--- src/source/lc4_pkg.sv ---
// shared lc4 types, opcodes and constants; every rtl file imports what it needs from here
package lc4_pkg;

    typedef logic [15:0] word_t;     // data, instruction or address
    typedef logic [2:0]  reg_sel_t;
    typedef logic [2:0]  nzp_t;      // {n, z, p}
    typedef logic [3:0]  opcode_t;
    typedef logic [1:0]  fwd_t;      // operand source in execute

    localparam opcode_t OP_BR      = 4'd0;
    localparam opcode_t OP_ARITH   = 4'd1;
    localparam opcode_t OP_LOGIC   = 4'd5;
    localparam opcode_t OP_LDR     = 4'd6;
    localparam opcode_t OP_STR     = 4'd7;
    localparam opcode_t OP_CONST   = 4'd9;
    localparam opcode_t OP_JMP     = 4'd12;
    localparam opcode_t OP_HICONST = 4'd13;

    localparam word_t PC_RESET = 16'h8200;
    localparam int    NUM_REGS = 8;

    localparam nzp_t NZP_NEG  = 3'b100;
    localparam nzp_t NZP_ZERO = 3'b010;
    localparam nzp_t NZP_POS  = 3'b001;

    localparam fwd_t FWD_REG = 2'd0;  // value read in decode
    localparam fwd_t FWD_M   = 2'd1;  // mx path
    localparam fwd_t FWD_W   = 2'd2;  // wx path

    // condition bits of a written value
    function automatic nzp_t nzp_of(input word_t value);
        return value[15] ? NZP_NEG : (value == '0) ? NZP_ZERO : NZP_POS;
    endfunction

endpackage

--- src/source/lc4_decoder.sv ---
// combinational lc4 decode of the instruction in d into register selects and control levels
module lc4_decoder (
    input  lc4_pkg::word_t    i_insn,
    output lc4_pkg::reg_sel_t o_rs_sel,
    output lc4_pkg::reg_sel_t o_rt_sel,
    output lc4_pkg::reg_sel_t o_rd_sel,
    output logic              o_rs_re,
    output logic              o_rt_re,
    output logic              o_reg_we,
    output logic              o_nzp_we,
    output logic              o_is_load,
    output logic              o_is_store,
    output logic              o_is_branch,
    output logic              o_is_control
);
    import lc4_pkg::*;

    opcode_t op;

    assign op       = i_insn[15:12];
    assign o_rd_sel = i_insn[11:9];
    assign o_rs_sel = (op == OP_HICONST) ? i_insn[11:9] : i_insn[8:6];  // hiconst keeps rd low byte
    assign o_rt_sel = (op == OP_STR) ? i_insn[11:9] : i_insn[2:0];     // store data register

    always_comb begin
        o_rs_re      = 1'b0;
        o_rt_re      = 1'b0;
        o_reg_we     = 1'b0;
        o_nzp_we     = 1'b0;
        o_is_load    = 1'b0;
        o_is_store   = 1'b0;
        o_is_branch  = 1'b0;
        o_is_control = 1'b0;
        case (op)
            OP_BR: o_is_branch = |i_insn[11:9];  // nzp of 000 is a nop
            OP_ARITH: begin
                // only add, sub and add immediate; mul and div fall out as no-ops
                if (i_insn[5] || !i_insn[3]) begin
                    o_rs_re  = 1'b1;
                    o_rt_re  = !i_insn[5];
                    o_reg_we = 1'b1;
                    o_nzp_we = 1'b1;
                end
            end
            OP_LOGIC: begin
                o_rs_re  = 1'b1;
                o_rt_re  = !i_insn[5] && (i_insn[4:3] != 2'b01);  // not reads rs only
                o_reg_we = 1'b1;
                o_nzp_we = 1'b1;
            end
            OP_LDR: begin
                o_rs_re   = 1'b1;
                o_reg_we  = 1'b1;
                o_nzp_we  = 1'b1;
                o_is_load = 1'b1;
            end
            OP_STR: begin
                o_rs_re    = 1'b1;
                o_rt_re    = 1'b1;
                o_is_store = 1'b1;
            end
            OP_CONST, OP_HICONST: begin
                o_rs_re  = (op == OP_HICONST);
                o_reg_we = 1'b1;
                o_nzp_we = 1'b1;
            end
            OP_JMP: begin
                o_rs_re      = !i_insn[11];  // jmpr
                o_is_control = 1'b1;
            end
            default: o_is_control = 1'b0;  // unsupported opcodes write nothing
        endcase
    end

endmodule

--- src/source/lc4_alu.sv ---
// lc4 execute datapath: arithmetic, logic, constants, memory addresses and jump targets
module lc4_alu (
    input  lc4_pkg::word_t i_insn,
    input  lc4_pkg::word_t i_pc,
    input  lc4_pkg::word_t i_rs_data,
    input  lc4_pkg::word_t i_rt_data,
    output lc4_pkg::word_t o_result
);
    import lc4_pkg::*;

    word_t imm5, imm6, imm9, imm11, pc_inc;

    assign imm5   = {{11{i_insn[4]}}, i_insn[4:0]};
    assign imm6   = {{10{i_insn[5]}}, i_insn[5:0]};
    assign imm9   = {{7{i_insn[8]}}, i_insn[8:0]};
    assign imm11  = {{5{i_insn[10]}}, i_insn[10:0]};
    assign pc_inc = i_pc + 16'd1;

    always_comb begin
        case (opcode_t'(i_insn[15:12]))
            OP_BR:    o_result = pc_inc + imm9;
            OP_ARITH: begin
                if (i_insn[5]) begin
                    o_result = i_rs_data + imm5;
                end else begin
                    o_result = i_insn[4] ? i_rs_data - i_rt_data : i_rs_data + i_rt_data;
                end
            end
            OP_LOGIC: begin
                case (i_insn[5:3])
                    3'b000:  o_result = i_rs_data & i_rt_data;
                    3'b001:  o_result = ~i_rs_data;
                    3'b010:  o_result = i_rs_data | i_rt_data;
                    3'b011:  o_result = i_rs_data ^ i_rt_data;
                    default: o_result = i_rs_data & imm5;
                endcase
            end
            OP_LDR, OP_STR: o_result = i_rs_data + imm6;  // effective address
            OP_CONST:       o_result = imm9;
            OP_JMP:         o_result = i_insn[11] ? pc_inc + imm11 : i_rs_data;
            OP_HICONST:     o_result = {i_insn[7:0], i_rs_data[7:0]};
            default:        o_result = '0;
        endcase
    end

endmodule

--- src/source/lc4_regfile.sv ---
// eight-entry lc4 register file, two read ports and one write port with write-through
module lc4_regfile (
    input  logic              gwe,
    input  logic              i_rst,
    input  lc4_pkg::reg_sel_t i_rs_sel,
    input  lc4_pkg::reg_sel_t i_rt_sel,
    output lc4_pkg::word_t    o_rs_data,
    output lc4_pkg::word_t    o_rt_data,
    input  lc4_pkg::reg_sel_t i_rd_sel,
    input  logic              i_rd_we,
    input  lc4_pkg::word_t    i_rd_data
);
    import lc4_pkg::*;

    word_t regs [NUM_REGS];

    always_ff @(posedge gwe) begin
        if (i_rst) begin
            for (int i = 0; i < NUM_REGS; i++) begin
                regs[i] <= '0;
            end
        end else if (i_rd_we) begin
            regs[i_rd_sel] <= i_rd_data;
        end
    end

    // a read of the register written this cycle sees the new value
    assign o_rs_data = (i_rd_we && i_rd_sel == i_rs_sel) ? i_rd_data : regs[i_rs_sel];
    assign o_rt_data = (i_rd_we && i_rd_sel == i_rt_sel) ? i_rd_data : regs[i_rt_sel];

    a_sel_known: assert property (@(posedge gwe) disable iff (i_rst)
        !$isunknown({i_rs_sel, i_rt_sel}))
        else $error("register read select unknown");

endmodule

--- src/source/lc4_hazard_unit.sv ---
// lc4 load-to-use stall detection and bypass source selection for execute and memory
module lc4_hazard_unit (
    input  logic              gwe,
    input  logic              i_rst,
    input  lc4_pkg::reg_sel_t i_d_rs_sel,
    input  lc4_pkg::reg_sel_t i_d_rt_sel,
    input  logic              i_d_rs_re,
    input  logic              i_d_rt_re,
    input  logic              i_d_is_store,
    input  logic              i_d_is_branch,
    input  lc4_pkg::reg_sel_t i_x_rd_sel,
    input  logic              i_x_is_load,
    input  lc4_pkg::reg_sel_t i_x_rs_sel,
    input  lc4_pkg::reg_sel_t i_x_rt_sel,
    input  lc4_pkg::reg_sel_t i_m_rd_sel,
    input  logic              i_m_reg_we,
    input  lc4_pkg::reg_sel_t i_m_rt_sel,
    input  logic              i_m_is_store,
    input  lc4_pkg::reg_sel_t i_w_rd_sel,
    input  logic              i_w_reg_we,
    output logic              o_stall,
    output lc4_pkg::fwd_t     o_rs_fwd,
    output lc4_pkg::fwd_t     o_rt_fwd,
    output logic              o_store_fwd_w
);
    import lc4_pkg::*;

    logic rs_dep, rt_dep;

    assign rs_dep = i_d_rs_re && (i_d_rs_sel == i_x_rd_sel);
    assign rt_dep = i_d_rt_re && !i_d_is_store && (i_d_rt_sel == i_x_rd_sel);  // wm covers store data
    assign o_stall = i_x_is_load && (rs_dep || rt_dep || i_d_is_branch);  // branch waits for load nzp

    // the younger producer in m wins over w
    assign o_rs_fwd = (i_m_reg_we && i_m_rd_sel == i_x_rs_sel) ? FWD_M :
                      (i_w_reg_we && i_w_rd_sel == i_x_rs_sel) ? FWD_W : FWD_REG;
    assign o_rt_fwd = (i_m_reg_we && i_m_rd_sel == i_x_rt_sel) ? FWD_M :
                      (i_w_reg_we && i_w_rd_sel == i_x_rt_sel) ? FWD_W : FWD_REG;

    assign o_store_fwd_w = i_m_is_store && i_w_reg_we && (i_w_rd_sel == i_m_rt_sel);

    // the bubble put into x clears the load, so a stall never repeats
    a_stall_once: assert property (@(posedge gwe) disable iff (i_rst) o_stall |=> !o_stall)
        else $error("stall held for two cycles");

endmodule

--- src/source/lc4_fetch.sv ---
// lc4 fetch stage: pc register, next pc choice and the decode instruction register
module lc4_fetch (
    input  logic           gwe,
    input  logic           i_rst,
    input  logic           i_stall,
    input  logic           i_redirect,
    input  lc4_pkg::word_t i_redirect_pc,
    input  lc4_pkg::word_t i_imem_insn,
    output lc4_pkg::word_t o_imem_addr,
    output lc4_pkg::word_t o_d_insn,
    output lc4_pkg::word_t o_d_pc,
    output logic           o_d_valid
);
    import lc4_pkg::*;

    word_t pc;

    assign o_imem_addr = pc;

    always_ff @(posedge gwe) begin
        if (i_rst) begin
            pc        <= PC_RESET;
            o_d_insn  <= '0;
            o_d_valid <= 1'b0;
        end else if (i_redirect) begin  // flush wins over stall
            pc        <= i_redirect_pc;
            o_d_insn  <= '0;             // br with nzp 000, a no-op
            o_d_valid <= 1'b0;
        end else if (!i_stall) begin
            pc        <= pc + 16'd1;
            o_d_insn  <= i_imem_insn;
            o_d_valid <= 1'b1;
        end
    end

    always_ff @(posedge gwe) begin
        if (!i_stall) begin
            o_d_pc <= pc;
        end
    end

endmodule

--- src/source/lc4_execute.sv ---
// lc4 execute stage: x register, operand bypass, alu, nzp register and redirect decision
module lc4_execute (
    input  logic              gwe,
    input  logic              i_rst,
    input  logic              i_stall,
    input  lc4_pkg::word_t    i_d_insn,
    input  lc4_pkg::word_t    i_d_pc,
    input  logic              i_d_valid,
    input  lc4_pkg::reg_sel_t i_d_rs_sel,
    input  lc4_pkg::reg_sel_t i_d_rt_sel,
    input  lc4_pkg::reg_sel_t i_d_rd_sel,
    input  logic              i_d_reg_we,
    input  logic              i_d_nzp_we,
    input  logic              i_d_is_load,
    input  logic              i_d_is_store,
    input  logic              i_d_is_branch,
    input  logic              i_d_is_control,
    input  lc4_pkg::word_t    i_rs_data,
    input  lc4_pkg::word_t    i_rt_data,
    input  lc4_pkg::fwd_t     i_rs_fwd,
    input  lc4_pkg::fwd_t     i_rt_fwd,
    input  lc4_pkg::word_t    i_m_value,
    input  lc4_pkg::word_t    i_w_value,
    input  lc4_pkg::nzp_t     i_load_nzp,
    input  logic              i_load_nzp_we,
    output logic              o_redirect,
    output lc4_pkg::word_t    o_redirect_pc,
    output lc4_pkg::word_t    o_x_insn,
    output lc4_pkg::word_t    o_x_pc,
    output logic              o_x_valid,
    output lc4_pkg::reg_sel_t o_x_rd_sel,
    output lc4_pkg::reg_sel_t o_x_rs_sel,
    output lc4_pkg::reg_sel_t o_x_rt_sel,
    output logic              o_x_reg_we,
    output logic              o_x_is_load,
    output logic              o_x_is_store,
    output lc4_pkg::word_t    o_x_result,
    output lc4_pkg::word_t    o_x_rt_value
);
    import lc4_pkg::*;

    logic  x_nzp_we, x_is_branch, x_is_control;
    word_t x_rs_data, x_rt_data, rs_value;
    nzp_t  nzp;

    always_ff @(posedge gwe) begin
        if (i_rst || i_stall || o_redirect) begin  // bubble
            o_x_valid    <= 1'b0;
            o_x_reg_we   <= 1'b0;
            x_nzp_we     <= 1'b0;
            o_x_is_load  <= 1'b0;
            o_x_is_store <= 1'b0;
            x_is_branch  <= 1'b0;
            x_is_control <= 1'b0;
        end else begin
            o_x_valid    <= i_d_valid;
            o_x_reg_we   <= i_d_reg_we;
            x_nzp_we     <= i_d_nzp_we;
            o_x_is_load  <= i_d_is_load;
            o_x_is_store <= i_d_is_store;
            x_is_branch  <= i_d_is_branch;
            x_is_control <= i_d_is_control;
        end
    end

    always_ff @(posedge gwe) begin
        o_x_insn   <= i_d_insn;
        o_x_pc     <= i_d_pc;
        o_x_rd_sel <= i_d_rd_sel;
        o_x_rs_sel <= i_d_rs_sel;
        o_x_rt_sel <= i_d_rt_sel;
        x_rs_data  <= i_rs_data;
        x_rt_data  <= i_rt_data;
    end

    always_comb begin
        case (i_rs_fwd)
            FWD_M:   rs_value = i_m_value;
            FWD_W:   rs_value = i_w_value;
            default: rs_value = x_rs_data;
        endcase
        case (i_rt_fwd)
            FWD_M:   o_x_rt_value = i_m_value;
            FWD_W:   o_x_rt_value = i_w_value;
            default: o_x_rt_value = x_rt_data;
        endcase
    end

    lc4_alu i_lc4_alu (
        .i_insn(o_x_insn), .i_pc(o_x_pc),
        .i_rs_data(rs_value), .i_rt_data(o_x_rt_value),
        .o_result(o_x_result)
    );

    always_ff @(posedge gwe) begin
        if (i_rst) begin
            nzp <= '0;
        end else if (x_nzp_we && !o_x_is_load) begin
            nzp <= nzp_of(o_x_result);
        end else if (i_load_nzp_we) begin
            nzp <= i_load_nzp;                  // older load finishing in m
        end
    end

    assign o_redirect    = x_is_control || (x_is_branch && |(o_x_insn[11:9] & nzp));
    assign o_redirect_pc = o_x_result;

    // a redirect comes from a real instruction in x
    a_redirect_valid: assert property (@(posedge gwe) disable iff (i_rst)
        o_redirect |-> o_x_valid)
        else $error("redirect from a bubble in x");

endmodule

--- src/source/lc4_mem_wb.sv ---
// lc4 memory and writeback stages: data memory port, store bypass, writeback value, retire trace
module lc4_mem_wb (
    input  logic              gwe,
    input  logic              i_rst,
    input  lc4_pkg::word_t    i_x_insn,
    input  lc4_pkg::word_t    i_x_pc,
    input  logic              i_x_valid,
    input  lc4_pkg::reg_sel_t i_x_rd_sel,
    input  logic              i_x_reg_we,
    input  logic              i_x_is_load,
    input  logic              i_x_is_store,
    input  lc4_pkg::reg_sel_t i_x_rt_sel,
    input  lc4_pkg::word_t    i_x_result,
    input  lc4_pkg::word_t    i_x_rt_value,
    input  logic              i_store_fwd_w,
    input  lc4_pkg::word_t    i_dmem_rdata,
    output lc4_pkg::word_t    o_dmem_addr,
    output logic              o_dmem_we,
    output lc4_pkg::word_t    o_dmem_wdata,
    output lc4_pkg::reg_sel_t o_m_rd_sel,
    output lc4_pkg::reg_sel_t o_m_rt_sel,
    output logic              o_m_reg_we,
    output logic              o_m_is_store,
    output lc4_pkg::word_t    o_m_value,
    output lc4_pkg::word_t    o_w_value,
    output lc4_pkg::nzp_t     o_load_nzp,
    output logic              o_load_nzp_we,
    output lc4_pkg::reg_sel_t o_w_rd_sel,
    output logic              o_w_reg_we,
    output logic              o_retire_valid,
    output lc4_pkg::word_t    o_retire_pc,
    output lc4_pkg::word_t    o_retire_insn,
    output logic              o_retire_we,
    output lc4_pkg::reg_sel_t o_retire_wsel,
    output lc4_pkg::word_t    o_retire_data,
    output lc4_pkg::nzp_t     o_retire_nzp
);
    import lc4_pkg::*;

    logic  m_valid, m_is_load, w_is_load;
    word_t m_insn, m_pc, m_rt_value, w_result, w_rdata;

    always_ff @(posedge gwe) begin
        if (i_rst) begin
            m_valid        <= 1'b0;
            o_m_reg_we     <= 1'b0;
            m_is_load      <= 1'b0;
            o_m_is_store   <= 1'b0;
            o_retire_valid <= 1'b0;
            o_w_reg_we     <= 1'b0;
            w_is_load      <= 1'b0;
        end else begin
            m_valid        <= i_x_valid;
            o_m_reg_we     <= i_x_reg_we;
            m_is_load      <= i_x_is_load;
            o_m_is_store   <= i_x_is_store;
            o_retire_valid <= m_valid;
            o_w_reg_we     <= o_m_reg_we;
            w_is_load      <= m_is_load;
        end
    end

    always_ff @(posedge gwe) begin
        m_insn        <= i_x_insn;
        m_pc          <= i_x_pc;
        o_m_rd_sel    <= i_x_rd_sel;
        o_m_rt_sel    <= i_x_rt_sel;
        o_m_value     <= i_x_result;
        m_rt_value    <= i_x_rt_value;
        o_retire_insn <= m_insn;
        o_retire_pc   <= m_pc;
        o_w_rd_sel    <= o_m_rd_sel;
        w_result      <= o_m_value;
        w_rdata       <= i_dmem_rdata;
    end

    assign o_dmem_addr   = (m_is_load || o_m_is_store) ? o_m_value : '0;
    assign o_dmem_we     = o_m_is_store;
    assign o_dmem_wdata  = i_store_fwd_w ? o_w_value : m_rt_value;  // wm path
    assign o_load_nzp    = nzp_of(i_dmem_rdata);
    assign o_load_nzp_we = m_is_load;

    assign o_w_value     = w_is_load ? w_rdata : w_result;
    assign o_retire_we   = o_w_reg_we;
    assign o_retire_wsel = o_w_rd_sel;
    assign o_retire_data = o_w_value;
    assign o_retire_nzp  = nzp_of(o_w_value);

    a_no_store_on_load: assert property (@(posedge gwe) disable iff (i_rst)
        o_dmem_we |-> !m_is_load)
        else $error("data memory write with a load in m");

endmodule

--- src/source/lc4_processor.sv ---
// lc4 five-stage pipelined processor top; connect instruction and data memories and the retire trace
module lc4_processor (
    input  logic              gwe,
    input  logic              i_rst,
    output lc4_pkg::word_t    o_imem_addr,
    input  lc4_pkg::word_t    i_imem_insn,
    output lc4_pkg::word_t    o_dmem_addr,
    output logic              o_dmem_we,
    output lc4_pkg::word_t    o_dmem_wdata,
    input  lc4_pkg::word_t    i_dmem_rdata,
    output logic              o_retire_valid,
    output lc4_pkg::word_t    o_retire_pc,
    output lc4_pkg::word_t    o_retire_insn,
    output logic              o_retire_we,
    output lc4_pkg::reg_sel_t o_retire_wsel,
    output lc4_pkg::word_t    o_retire_data,
    output lc4_pkg::nzp_t     o_retire_nzp
);
    import lc4_pkg::*;

    logic     stall, redirect, store_fwd_w, load_nzp_we;
    word_t    redirect_pc, d_insn, d_pc, rs_data, rt_data;
    logic     d_valid, d_rs_re, d_rt_re, d_reg_we, d_nzp_we;
    logic     d_is_load, d_is_store, d_is_branch, d_is_control;
    reg_sel_t d_rs_sel, d_rt_sel, d_rd_sel;
    fwd_t     rs_fwd, rt_fwd;
    word_t    x_insn, x_pc, x_result, x_rt_value, m_value, w_value;
    logic     x_valid, x_reg_we, x_is_load, x_is_store;
    reg_sel_t x_rd_sel, x_rs_sel, x_rt_sel, m_rd_sel, m_rt_sel, w_rd_sel;
    logic     m_reg_we, m_is_store, w_reg_we;
    nzp_t     load_nzp;

    lc4_fetch i_lc4_fetch (
        .gwe(gwe), .i_rst(i_rst), .i_stall(stall),
        .i_redirect(redirect), .i_redirect_pc(redirect_pc), .i_imem_insn(i_imem_insn),
        .o_imem_addr(o_imem_addr), .o_d_insn(d_insn), .o_d_pc(d_pc), .o_d_valid(d_valid)
    );

    lc4_decoder i_lc4_decoder (
        .i_insn(d_insn), .o_rs_sel(d_rs_sel), .o_rt_sel(d_rt_sel), .o_rd_sel(d_rd_sel),
        .o_rs_re(d_rs_re), .o_rt_re(d_rt_re), .o_reg_we(d_reg_we), .o_nzp_we(d_nzp_we),
        .o_is_load(d_is_load), .o_is_store(d_is_store),
        .o_is_branch(d_is_branch), .o_is_control(d_is_control)
    );

    lc4_regfile i_lc4_regfile (
        .gwe(gwe), .i_rst(i_rst), .i_rs_sel(d_rs_sel), .i_rt_sel(d_rt_sel),
        .o_rs_data(rs_data), .o_rt_data(rt_data),
        .i_rd_sel(w_rd_sel), .i_rd_we(w_reg_we), .i_rd_data(w_value)
    );

    lc4_hazard_unit i_lc4_hazard_unit (
        .gwe(gwe), .i_rst(i_rst),
        .i_d_rs_sel(d_rs_sel), .i_d_rt_sel(d_rt_sel), .i_d_rs_re(d_rs_re), .i_d_rt_re(d_rt_re),
        .i_d_is_store(d_is_store), .i_d_is_branch(d_is_branch),
        .i_x_rd_sel(x_rd_sel), .i_x_is_load(x_is_load),
        .i_x_rs_sel(x_rs_sel), .i_x_rt_sel(x_rt_sel),
        .i_m_rd_sel(m_rd_sel), .i_m_reg_we(m_reg_we),
        .i_m_rt_sel(m_rt_sel), .i_m_is_store(m_is_store),
        .i_w_rd_sel(w_rd_sel), .i_w_reg_we(w_reg_we),
        .o_stall(stall), .o_rs_fwd(rs_fwd), .o_rt_fwd(rt_fwd), .o_store_fwd_w(store_fwd_w)
    );

    lc4_execute i_lc4_execute (
        .gwe(gwe), .i_rst(i_rst), .i_stall(stall),
        .i_d_insn(d_insn), .i_d_pc(d_pc), .i_d_valid(d_valid),
        .i_d_rs_sel(d_rs_sel), .i_d_rt_sel(d_rt_sel), .i_d_rd_sel(d_rd_sel),
        .i_d_reg_we(d_reg_we), .i_d_nzp_we(d_nzp_we), .i_d_is_load(d_is_load),
        .i_d_is_store(d_is_store), .i_d_is_branch(d_is_branch), .i_d_is_control(d_is_control),
        .i_rs_data(rs_data), .i_rt_data(rt_data), .i_rs_fwd(rs_fwd), .i_rt_fwd(rt_fwd),
        .i_m_value(m_value), .i_w_value(w_value),
        .i_load_nzp(load_nzp), .i_load_nzp_we(load_nzp_we),
        .o_redirect(redirect), .o_redirect_pc(redirect_pc),
        .o_x_insn(x_insn), .o_x_pc(x_pc), .o_x_valid(x_valid),
        .o_x_rd_sel(x_rd_sel), .o_x_rs_sel(x_rs_sel), .o_x_rt_sel(x_rt_sel),
        .o_x_reg_we(x_reg_we), .o_x_is_load(x_is_load), .o_x_is_store(x_is_store),
        .o_x_result(x_result), .o_x_rt_value(x_rt_value)
    );

    lc4_mem_wb i_lc4_mem_wb (
        .gwe(gwe), .i_rst(i_rst),
        .i_x_insn(x_insn), .i_x_pc(x_pc), .i_x_valid(x_valid),
        .i_x_rd_sel(x_rd_sel), .i_x_reg_we(x_reg_we),
        .i_x_is_load(x_is_load), .i_x_is_store(x_is_store), .i_x_rt_sel(x_rt_sel),
        .i_x_result(x_result), .i_x_rt_value(x_rt_value),
        .i_store_fwd_w(store_fwd_w), .i_dmem_rdata(i_dmem_rdata),
        .o_dmem_addr(o_dmem_addr), .o_dmem_we(o_dmem_we), .o_dmem_wdata(o_dmem_wdata),
        .o_m_rd_sel(m_rd_sel), .o_m_rt_sel(m_rt_sel),
        .o_m_reg_we(m_reg_we), .o_m_is_store(m_is_store),
        .o_m_value(m_value), .o_w_value(w_value),
        .o_load_nzp(load_nzp), .o_load_nzp_we(load_nzp_we),
        .o_w_rd_sel(w_rd_sel), .o_w_reg_we(w_reg_we),
        .o_retire_valid(o_retire_valid), .o_retire_pc(o_retire_pc),
        .o_retire_insn(o_retire_insn), .o_retire_we(o_retire_we),
        .o_retire_wsel(o_retire_wsel), .o_retire_data(o_retire_data),
        .o_retire_nzp(o_retire_nzp)
    );

endmodule

--- config.mk ---
export PLATFORM = sky130hd
export DESIGN_NAME = lc4_processor
export DESIGN_NICKNAME = d
export VERILOG_FILES = /design/src/source/lc4_pkg.sv /design/src/source/lc4_decoder.sv /design/src/source/lc4_alu.sv /design/src/source/lc4_regfile.sv /design/src/source/lc4_hazard_unit.sv /design/src/source/lc4_fetch.sv /design/src/source/lc4_execute.sv /design/src/source/lc4_mem_wb.sv /design/src/source/lc4_processor.sv
export SDC_FILE = /design/constraint.sdc
export NUM_CORES = 1
export LEC_CHECK = 0
export BUFFER_PORTS_ARGS = -buffer_cell sky130_fd_sc_hd__buf_2
export CORE_UTILIZATION = 40
export DETAILED_ROUTE_END_ITERATION = 8
export GPL_TIMING_DRIVEN = 0
export REMOVE_ABC_BUFFERS = 1
export SYNTH_ARGS = -nofsm -noshare
export SYNTH_HDL_FRONTEND = slang
export SYNTH_SLANG_ARGS = --single-unit
--- constraint.sdc ---
create_clock -name gwe -period 8.7 [get_ports gwe]
set_clock_uncertainty 0.05 [all_clocks]
set_input_delay 0.87 -clock gwe [delete_from_list [all_inputs] [get_ports gwe]]
set_output_delay 0.87 -clock gwe [all_outputs]
set_load 0.05 [all_outputs]
=== Word-level counts from Yosys, hierarchy flattened ===
Memory sizes are Yosys's and may differ from the RTL's.
Cells that the tools add are included.

* Register bits after elaboration: 275
* Bits in writable memories: 128
* Word-level logic and storage cells: 170
* Memories kept: 1

{| class="wikitable"
|+ Memory list
! name !! words !! bits a word !! rd ports !! clocked after memory_dff !! wr ports !! RTL line !! source
|-
| i_lc4_regfile.regs || 8 || 16 || 2 || 0 || 8 || lc4_regfile.sv:15 || <nowiki>word_t regs [NUM_REGS];</nowiki>
|}

* $add $sub $neg: 8
* Eq/ne operators: 32
* Mux-type cells: 45
* Bitwise logic cells: 6
* Reductions and logical operators: 42

{| class="wikitable"
|+ Operators with widths
! kind !! count
|-
| $mux 16 || 11
|-
| $pmux 16 s7 || 1
|-
| $add 16x16->16 || 5
|-
| $pmux 16 s2 || 2
|-
| $pmux 16 s4 || 1
|-
| $logic_not 16->1 || 3
|-
| $add 16x1->16 const B || 2
|-
| $and 16x16->16 || 2
|-
| $eq 3x3->1 || 9
|-
| $eq 4x3->1 const B || 6
|-
| $eq 4x4->1 const B || 6
|-
| $mux 3 || 8
|-
| $not 16->16 || 1
|-
| $or 16x16->16 || 1
|-
| $reduce_or 16->1 || 1
|-
| $sub 16x16->16 || 1
|-
| $xor 16x16->16 || 1
|-
| $logic_and 1x1->1 || 15
|-
| $mux 2 || 7
|-
| $mux 1 || 12
|-
| $reduce_or 3->1 || 3
|-
| $eq 4x1->1 const B || 2
|-
| $logic_not 4->1 || 2
|-
| $logic_or 1x1->1 || 7
|-
| 15 further kinds || 24
|}

=== Longest topological paths before layout ===
Gate-level depths: netlist of run 1.

* Depth after elaboration: 14
* Depth in mapped cells: 30
* Mapped depth without buffers: 27

=== Hierarchy ===
A second synthesis of run 1 with hierarchy kept.

* Cells, all modules: 1820
* Area, all modules: 20433.3 µm²

{| class="wikitable"
|+ By module, submodules not included
! module !! times used !! cells an instance !! area each (µm²)
|-
| lc4_regfile || 1 || 445 || 7453.4
|-
| lc4_alu || 1 || 630 || 4185.3
|-
| lc4_mem_wb || 1 || 256 || 3708.6
|-
| lc4_execute || 1 || 246 || 2630.0
|-
| lc4_fetch || 1 || 175 || 1938.1
|-
| lc4_hazard_unit || 1 || 34 || 276.5
|-
| lc4_decoder || 1 || 34 || 241.5
|}

=== Least setup slack after synthesis of run 1 ===
OpenSTA, ideal clock, no wires.

* Kind: flip-flop to flip-flop
* Start point: register i_lc4_mem_wb.o_w_rd_sel[1] (netlist: i_lc4_mem_wb.o_retire_wsel[1])
* End point: register i_lc4_execute.nzp[2]
* Setup time: 0.084 ns
* Arrival: 6.433 ns
* Required time: 8.566 ns
* Slack: 2.132 ns
* Stages on the path, launching flop included: 27
* Buffers on the path: 2
* Path through: dfxtp_1 -> buf_6 -> xnor2_2 -> and4_4 -> buf_4 -> mux2i_1 -> o21ai_0 -> inv_1 -> ha_1 -> or3_1 -> a2111oi_0 -> a211o_1 -> o21ai_0 -> a211oi_1 -> o21ai_0 -> xnor2_1 -> o21ai_0 -> ha_1 -> or3_1 -> o311ai_0 -> o22ai_1 -> o41ai_1 -> nor3_1 -> nand3_1 -> o2111ai_2 -> or3_4 -> o31ai_2

* Word-level cells in the longest chain between the ends: 12
* Elaborated cells between the ends (all ways): 30
* Classes of those cells: add/sub: 4; eq/ne: 6; mux: 13; bitwise: 5; reduce/logical: 2

{| class="wikitable"
|+ RTL lines
! item !! RTL line !! source
|-
| from (decl) || lc4_mem_wb.sv:28 || <nowiki>output lc4_pkg::reg_sel_t o_w_rd_sel,</nowiki>
|-
| from (signal assigned) || lc4_mem_wb.sv:72 || <nowiki>o_w_rd_sel <= o_m_rd_sel;</nowiki>
|-
| $eq 3x3->1 (*) || lc4_hazard_unit.sv:38 || <nowiki>(i_w_reg_we && i_w_rd_sel == i_x_rt_sel) ? FWD_W : FWD_REG;</nowiki>
|-
| $logic_and 1x1->1 (*) || lc4_hazard_unit.sv:38 ||
|-
| $mux 2 (*) || lc4_hazard_unit.sv:38 ||
|-
| $mux 2 (*) || lc4_hazard_unit.sv:37 || <nowiki>assign o_rt_fwd = (i_m_reg_we && i_m_rd_sel == i_x_rt_sel) ? FWD_M :</nowiki>
|-
| $eq 2x2->1 or $eq 2x1->1 (tied branches) || lc4_execute.sv:82 || <nowiki>case (i_rt_fwd)</nowiki>
|-
| $pmux 16 s2 (*) || lc4_execute.sv:82 ||
|-
| named net i_lc4_execute.i_lc4_alu.i_rt_data[0] || lc4_alu.sv:6 || <nowiki>input lc4_pkg::word_t i_rt_data,</nowiki>
|-
| $add 16x16->16 or $sub 16x16->16 (tied branches) || lc4_alu.sv:26 || <nowiki>o_result = i_insn[4] ? i_rs_data - i_rt_data : i_rs_data + i_rt_data;</nowiki>
|-
| $mux 16 (*) || lc4_alu.sv:26 ||
|-
| $mux 16 (*) || lc4_alu.sv:23 || <nowiki>if (i_insn[5]) begin</nowiki>
|-
| $pmux 16 s7 (*) || lc4_alu.sv:20 || <nowiki>case (opcode_t'(i_insn[15:12]))</nowiki>
|-
| $mux 3 (*) || lc4_pkg.sv:32 || <nowiki>return value[15] ? NZP_NEG : (value == '0) ? NZP_ZERO : NZP_POS;</nowiki>
|-
| $mux 3 (*) || lc4_execute.sv:98 || <nowiki>end else if (x_nzp_we && !o_x_is_load) begin</nowiki>
|-
| to (signal assigned) || lc4_execute.sv:99 || <nowiki>nzp <= nzp_of(o_x_result);</nowiki>
|-
| to (signal assigned) || lc4_execute.sv:101 || <nowiki>nzp <= i_load_nzp;</nowiki>
|-
| to (decl) || lc4_execute.sv:44 || <nowiki>nzp_t nzp;</nowiki>
|}

Mark *: on every way through the listed nets, which the timed path passes. The rest lies on a longest branch.
A chain may end at the register's enable or synchronous reset.

=== Final worst setup path of run 1 ===
* Start point: register i_lc4_mem_wb.o_w_rd_sel[1] (netlist: i_lc4_mem_wb.o_retire_wsel[1])
* End point: register i_lc4_execute.nzp[0]

* Word-level cells in the longest chain between the ends: 14
* Elaborated cells between the ends (all ways): 32
* Classes of those cells: add/sub: 4; eq/ne: 6; mux: 14; bitwise: 5; reduce/logical: 3

{| class="wikitable"
|+ RTL lines
! item !! RTL line
|-
| $eq 3x3->1 (*) || lc4_hazard_unit.sv:38
|-
| $logic_and 1x1->1 (*) || lc4_hazard_unit.sv:38
|-
| $mux 2 (*) || lc4_hazard_unit.sv:38
|-
| $mux 2 (*) || lc4_hazard_unit.sv:37
|-
| $eq 2x2->1 or $eq 2x1->1 (tied branches) || lc4_execute.sv:82
|-
| $pmux 16 s2 (*) || lc4_execute.sv:82
|-
| named net i_lc4_execute.i_lc4_alu.i_rt_data[0] || lc4_alu.sv:6
|-
| $add 16x16->16 or $sub 16x16->16 (tied branches) || lc4_alu.sv:26
|-
| $mux 16 || lc4_alu.sv:26
|-
| $mux 16 || lc4_alu.sv:23
|-
| $pmux 16 s7 (*) || lc4_alu.sv:20
|-
| $logic_not 16->1 || lc4_pkg.sv:32
|-
| $mux 2 || lc4_pkg.sv:32
|-
| $mux 3 (*) || lc4_pkg.sv:32
|-
| $mux 3 (*) || lc4_execute.sv:98
|}

Marked as above.

==> results of run 1 <==
[power by group]
group / total (W) / switching (W) / internal (W)
clock network: 0.00199 / 0.000792 / 0.00120
registers: 0.00217 / 0.000131 / 0.00204
logic: 0.00119 / 0.000815 / 0.000380
[metrics by stage]
| stage | cells | instance area (um^2) | utilization (%) | TNS, ps | power, W |
|---|---|---|---|---|---|
| 2_1_floorplan | 2139 | 19600 | - | 0 | 0.00295 |
| 3_3_place_gp | 2949 | 21100 | 42.2 | -256820 | 0.00332 |
| 3_5_place_dp | 2974 | 21600 | 43.2 | -3900 | 0.00336 |
| 4_1_cts | 3056 | 23200 | 46.4 | 0 | 0.00535 |
| 5_1_grt | 3058 | 23300 | 46.6 | 0 | 0.00554 |
| 6_report | 3058 | 23300 | 46.6 | 0 | 0.00535 |
[kinds of logic after synthesis]
family | share of synthesized area, %
xor+xnor | 4.75
simple gates | 22.1
compound gates | 16.1
buf+inv | 4.66
fa+ha+maj | 3.67
flops | 46.2
mux | 2.51
[registers in the layout, summed over array words and instances, names as in the netlist, 3 cells and up]
register / count
i_lc4_execute.x_rs_data: 16
i_lc4_execute.o_x_pc: 16
i_lc4_mem_wb.m_insn: 14
i_lc4_fetch.o_d_pc: 16
i_lc4_mem_wb.o_retire_pc: 16
i_lc4_mem_wb.o_m_value: 16
i_lc4_mem_wb.w_rdata: 16
i_lc4_mem_wb.o_retire_insn: 14
i_lc4_fetch.o_imem_addr: 16
i_lc4_execute.nzp: 3
i_lc4_execute.o_x_insn: 16
i_lc4_execute.o_x_rt_sel: 3
i_lc4_execute.x_rt_data: 16
i_lc4_mem_wb.o_m_rt_sel: 3
i_lc4_fetch.o_d_insn: 16
i_lc4_mem_wb.m_pc: 16
i_lc4_regfile.regs: 128
i_lc4_execute.o_x_rs_sel: 3
i_lc4_mem_wb.w_result: 16
i_lc4_mem_wb.m_rt_value: 16
[final timing paths]
check	from	endpoint	slack, ps	cells after the start
max	i_lc4_mem_wb.o_retire_wsel[1]	i_lc4_execute.nzp[0]	580	24
min	i_lc4_mem_wb.m_insn[13]	i_lc4_mem_wb.o_retire_insn[13]	270	0
min reg2reg	i_lc4_mem_wb.m_insn[13]	i_lc4_mem_wb.o_retire_insn[13]	270	0
max reg2reg	i_lc4_mem_wb.o_retire_wsel[1]	i_lc4_execute.nzp[0]	580	24
[routing by layer]
metal  vias up  wire length, um
li1       8293                -
met1      8662            30100
met2       913            29800
met3       126             6680
met4         0             1900
met5         -                0
[area by class of cell]
type | count | area [um^2]
clock inverter | 23 | 262
timing repair buffer | 165 | 1140
fill | 4763 | 26700
clock buffer | 59 | 1320
tap | 672 | 841
sequential | 394 | 9330
inverter | 76 | 285
multi-input combinational | 1669 | 10100
[cell usage in the layout, fill, tap and decap left out, drive strengths merged, types with 26 or more instances in the layout]
cell / Yosys / layout
a211oi: 26 / 26
a21oi: 129 / 129
a311oi: 72 / 72
and3: 36 / 36
buf: 33 / 165
clkbuf: 118 / 59
dfxtp: 250 / 250
edfxtp: 144 / 144
ha: 56 / 56
inv: 73 / 78
mux2i: 37 / 37
nand2: 394 / 394
nand3: 102 / 102
nor2: 253 / 253
nor2b: 26 / 26
nor3: 44 / 44
o21ai: 83 / 83
xnor2: 85 / 85
[worst max-delay path: stages (launching register included)]
cell and delay [ps]:
dfxtp_1 720, xnor2_2 250, and4_4 590, mux2i_1 220, o21ai_0 150, inv_1 240, ha_1 440, nand2b_1 170
a2111oi_0 530, a211o_1 180, o21ai_0 220, a211oi_2 460, o21ai_0 200, xnor2_1 190, o21ai_0 140, ha_1 340
or3_1 310, o311ai_0 520, o22ai_1 230, o41ai_2 530, nor3_1 140, nand3_1 130, o2111ai_2 150, nor4_2 630
o41ai_1 190
[what timing repair did]
| item | CTS | global route |
|---|---|---|
| gates resized for setup | 6 | 4 |
| setup endpoints to repair | 5 | 5 |
| buffers inserted | 0 | 0 |
==> reports/results.tsv, run 1 <==
stage	metric	value	unit
synth	synthArstFlopShare	0	%
grt	antenna_found_initial	0	
grt	grt_pass1_vias	17024	
placed_design	place.detailed.hpwl	48300	um
timing	min_period	8120	ps
route	drcViolationCount	0	
grt	use_met2	40.1	%
setup_path	cp.required	9080	ps
synth	synthesis.area	20200	um^2
synth	synth_top_area_share	24.8	%
timing	slew_headroom	4.24	%
synth	syn_area_per_cell	8.82	um^2
synth	synth_area_leader_cell	dfxtp_1	
synth	ys_ff_latch	394	
clocking	cts_buffers	44	
synth	yosys_warnings	0	
grt	grt_max_degree	53	
floorplan	fp.coreArea	50000	um^2
grt	grt_use_total	26.4	%
route	dr.pass1.iters	6	
synth	synth_edf_count	144	
clocking	cts_htree_levels	2	
synth	synthTopCellsByArea	dfxtp_1 25%, edfxtp_1 21%, nand2_1 7.3%	
timing	max_freq	123	MHz
synth	ys_seq_area_share	46.2	%
synth	yosysMostFrequentCell	nand2_1	
grt	overflow	0	
clocking	cts_tree	yes	
timing	rsz0062_at_grt	no	
timing	worst-slew-pin-transition	1400	ps
placed_design	place_congestion	0.924	
setup_path	end_kind	register	
finish	area_growth	15.2	%
synth	synth_commonest_cells	394 x nand2_1, 253 x nor2_1, 250 x dfxtp_1	
timing	min_period_over_period	93.4	%
synth	synth_cell_types	91	
clocking	worstSkewPairLatency	590	ps
power	p_per_area	230	nW/um^2
synth	synthCells	2290	
setup_path	cp_max_fo	30	
floorplan	die_h	227	um
floorplan	fp.dieW	227	um
floorplan	pin_count	139	
synth	synth_flop_cell	dfxtp_1	
timing	slew_viol_final	0	
clocking	cts.sinks	394	
finish	layout-drive-gt1-share	13.1	%
route	post_drt_wl_per_cell	22.4	um
placed_design	place_ws	-1090	ps
route	drtIter0Drc	1837	
clocking	clockBufferDepth	3	
setup_path	crit_type	register to register	
finish	nets	2442	
clocking	path_clk_slew	60	ps
timing	layout_setup_ws	578	ps
placed_design	port_buffers	138	
grt	grt_pass1_wl	102000	um
grt	met3_usage	4.94	%
route	vias	17994	
job	drv_cap	0	
finish	num_antenna_cells	0	
power	irDropWorstVdd	0.147	mV
floorplan	initial_utilization	40.4	%
power	p_leak	9.16	nW
grt	met1_usage	37.4	%
hold_path	hp-class	register to register	
floorplan	dieArea	51400	um^2
timing	setup_violations	0	
floorplan	rows	82	
grt	grt-busiest-layer	met2	
clocking	cts-hold-fix-buffers	0	
clocking	cts_root_buf	clkbuf_16	
timing	whs	275	ps
timing	timing_hold_violations_final	0	
route	wl	68500	um
route	ant_nets	0	
route	viasPerCell	5.88	
setup_path	worstSetupStartpointType	register	
run_status	outcome	completed	
setup_path	critPathArrivalTime	8500	ps
Power figures use the tool's default switching activity.
==> run 2, diff against run 1 <==
--- a/config.mk
+++ b/config.mk
@@ -6,9 +6,13 @@
 export NUM_CORES = 1
 export LEC_CHECK = 0
 export BUFFER_PORTS_ARGS = -buffer_cell sky130_fd_sc_hd__buf_2
+export CELL_PAD_IN_SITES_DETAIL_PLACEMENT = 0
+export CELL_PAD_IN_SITES_GLOBAL_PLACEMENT = 1
 export CORE_UTILIZATION = 40
 export DETAILED_ROUTE_END_ITERATION = 8
+export GPL_ROUTABILITY_DRIVEN = 0
 export GPL_TIMING_DRIVEN = 0
+export PLACE_DENSITY_LB_ADDON = 0.1
 export REMOVE_ABC_BUFFERS = 1
 export SYNTH_ARGS = -nofsm -noshare
 export SYNTH_HDL_FRONTEND = slang
==> constraint.sdc (replaced) <==
create_clock -name gwe -period 8.89 [get_ports gwe]
set_clock_uncertainty 0.05 [all_clocks]
set_input_delay 0.889 -clock gwe [delete_from_list [all_inputs] [get_ports gwe]]
set_output_delay 0.889 -clock gwe [all_outputs]
set_load 0.05 [all_outputs]
==> run 2 against run 1 <==
  * Register-to-register slack better by 20 ps
  * Final cell count hardly changed
  * Setup slack better by 22 ps
  * Highest routed layer unchanged
  * Via count down 0.73%
  * Critical endpoint is now i_lc4_execute.nzp[1]
  * Critical path type unchanged
==> reports/results.tsv, run 2 (synthesis gave the netlist of run 1 again) <==
stage	metric	value	unit	change
clocking	cts_root_buf	clkbuf_16		unchanged
clocking	cts-hold-fix-buffers	0		unchanged
placed_design	placed_cells	2975		was 2974
floorplan	die_h	227	um	unchanged
grt	grt_max_degree	49		was 53
finish	postLayoutCoreUtil	46.5	%	was 46.6%
finish	fillers	4857		was 4763
clocking	path_clk_slew	60	ps	about the same
route	vias	17863		was 17994
route	dr.pass1.iters	5		was 6
finish	nets	2443		was 2442
clocking	cts_htree_levels	2		unchanged
setup_path	worstSetupStartpointType	register		unchanged
setup_path	regToRegSetupSlack	600	ps	was 580 ps
timing	min_period_over_period	93.3	%	was 93.4%
run_status	outcome	completed		unchanged
finish	regMostFlops	i_lc4_regfile.regs		unchanged
route	drcViolationCount	0		unchanged
floorplan	initial_utilization	40.4	%	unchanged
grt	grt_pass1_wl	106000	um	was 102000 um
setup_path	cp_slowest_cell	dfxtp_1		unchanged
finish	fin_cells	3061		was 3058
setup_path	path_cells	xnor2_2 -> and4_4 -> a211oi_1 -> a21oi_1 -> ha_1 -> or3_1 -> a2111oi_0 -> a211o_1 -> o21ai_0 -> a211oi_2 -> o21ai_0 -> xnor2_1 -> o21ai_0 -> ha_1 -> or3_1 -> o311ai_1 -> o22ai_1 -> o41ai_2 -> nor3_1 -> nand3_1 -> o2111ai_2 -> nor4_1 -> o41ai_1		was xnor2_2 -> and4_4 -> mux2i_1 -> o21ai_0 -> inv_1 -> ha_1 -> nand2b_1 -> a2111oi_0 -> a211o_1 -> o21ai_0 -> a211oi_2 -> o21ai_0 -> xnor2_1 -> o21ai_0 -> ha_1 -> or3_1 -> o311ai_0 -> o22ai_1 -> o41ai_2 -> nor3_1 -> nand3_1 -> o2111ai_2 -> nor4_2 -> o41ai_1
setup_path	cpPeakStageDelay	720	ps	about the same
setup_path	end_kind	register		unchanged
placed_design	port_buffers	138		unchanged
finish	area_growth	15.1	%	was 15.2%
setup_path	critPathLaunch	i_lc4_mem_wb.o_retire_wsel[0]		was i_lc4_mem_wb.o_retire_wsel[1]
timing	worst-slew-pin-transition	1420	ps	was 1400 ps
route	wl	73300	um	was 68500 um
setup_path	critPathArrivalTime	8710	ps	was 8500 ps
finish	layout_commonest_cell	nand2_1		unchanged
clocking	cts_buffers	46		was 44
timing	slew_viol_final	0		unchanged
floorplan	rows	82		unchanged
grt	overflow	0		unchanged
timing	min_period	8290	ps	was 8120 ps
setup_path	crit_type	register to register		unchanged
power	p_per_area	228	nW/um^2	was 230 nW/um^2
grt	antenna_found_initial	2		was 0
finish	final_cell_mix	394 x nand2_1, 252 x nor2_1, 248 x dfxtp_1		unchanged
setup_path	ff2ff_path_depth	23		was 24
setup_path	cp_common_cell	o21ai_0		unchanged
grt	grt_pass1_vias	16800		was 17024
timing	max_freq	121	MHz	was 123 MHz
clocking	clockBufferDepth	3		unchanged
clocking	worstSkewPairLatency	610	ps	was 590 ps
finish	num_antenna_cells	0		unchanged
clocking	cts_tree	yes		unchanged
power	finalPower	0.00529	W	was 0.00535 W
clocking	post_cts_buffers	0		unchanged
setup_path	r2r_end	i_lc4_execute.nzp[1]		was i_lc4_execute.nzp[0]
floorplan	pin_count	139		unchanged
setup_path	r2r_start	i_lc4_mem_wb.o_retire_wsel[0]		was i_lc4_mem_wb.o_retire_wsel[1]
route	viasPerCell	5.84		was 5.88
hold_path	hp-class	register to register		unchanged
grt	grt_use_total	28.2	%	was 26.4%
job	drv_cap	0		unchanged
floorplan	dieArea	51400	um^2	unchanged
route	ant_nets	0		unchanged
floorplan	fp.dieW	227	um	unchanged
finish	layout-drive-gt1-share	13.1	%	about the same
floorplan	fp.coreArea	50000	um^2	unchanged
route	drtIter0Drc	1636		was 1837
setup_path	cp.required	9310	ps	was 9080 ps
power	p_leak	9.13	nW	was 9.16 nW
setup_path	endpoint	i_lc4_execute.nzp[1]		was i_lc4_execute.nzp[0]
timing	setup_violations	0		unchanged
timing	rsz0062_at_grt	no		unchanged
power	irDropWorstVdd	0.144	mV	was 0.147 mV
setup_path	cp_max_fo	30		unchanged
timing	slew_headroom	5.18	%	was 4.24%
finish	largest_reg_flops	128		unchanged
clocking	cts.sinks	394		unchanged
timing	timing_hold_violations_final	0		unchanged
route	post_drt_wl_per_cell	23.9	um	was 22.4 um
placed_design	place.detailed.hpwl	51700	um	was 48300 um
run 2: cell types whose count changed in the layout (fill, tap and decap cells not counted), moves of 2 or more:
cell / change
mux2i_1: -3
buf_12: +2
mux2i_2: +3
clkinv_2: -3
buf_16: -4
clkbuf_1: +5
clkbuf_16: -3
buf_4: -2
clkbuf_4: +2
inv_8: -3
clkbuf_8: +3
clkinvlp_4: +2
buf_6: +4
run 2: worst min path at each step:
stage | to | slack (ps) | cells after the start | start
floorplan | i_lc4_mem_wb.o_retire_insn[0] | 260 | 0 | i_lc4_mem_wb.m_insn[0]
global route | i_lc4_mem_wb.o_retire_insn[6] | 280 | 0 | i_lc4_mem_wb.m_insn[6]
detailed placement | i_lc4_mem_wb.o_retire_insn[6] | 260 | 0 | i_lc4_mem_wb.m_insn[6]
CTS | i_lc4_mem_wb.o_retire_insn[1] | 280 | 0 | i_lc4_mem_wb.m_insn[1]
global placement | i_lc4_mem_wb.o_retire_insn[4] | 260 | 0 | i_lc4_mem_wb.m_insn[4]
finish | i_lc4_mem_wb.o_retire_insn[3] | 270 | 0 | i_lc4_mem_wb.m_insn[3]
run 2: worst max-delay path: cells and delay by family (launching register included):
family | cells | cell delay [ps]
adders and majority gates | 2 | 670
and+or+nand+nor | 6 | 2060
AOI/OAI and AO/OA | 13 | 4210
DFF | 1 | 720
xor gates and xnor gates | 2 | 450
run 2: routing by layer:
metal  track usage (%)  vias up  wire, um
met5                 0        -         0
met2              43.3      844     32000
met4              9.87        0      2430
met3              4.87      151      6060
met1              39.6     8594     32800
li1                  -     8274         -
run 2: power by group:
group / switching, W / leakage (nW) / internal [W] / total (W)
Sequential: 0.000139 / 3.58 / 0.00199 / 0.00213
Combinational: 0.000829 / 4.79 / 0.000374 / 0.00120
Clock: 0.000801 / 0.763 / 0.00116 / 0.00196
Total: 0.00177 / 9.13 / 0.00352 / 0.00529
run 2: what timing repair did:
item / CTS / global route
setup endpoints to repair: 6 / 5
endpoints found under the hold margin: 0 / 0
pin swaps: 0 / 0
gates resized for setup: 4 / 5
run 2: final cells by class:
class / instances / area, um^2 / share of cell area (%)
timing repair buffer: 164 / 1090 / 4.69
multi-input combinational: 1669 / 10100 / 43.6
clock buffer: 66 / 1320 / 5.65
inverter: 76 / 287 / 1.23
sequential: 394 / 9330 / 40.1
tap: 672 / 841 / 3.62
clock inverter: 20 / 258 / 1.11
run 2: per-stage QoR:
stage	TNS (ps)	setup WS [ps]	instance area, um^2	hold slack [ps]
finish	0	600	23300	275
global route	0	162	23300	283
floorplan	0	1340	19600	260
detailed placement	-5120	-1080	21600	262
CTS	0	5.22	23200	275
global placement	-253260	-3840	21100	260
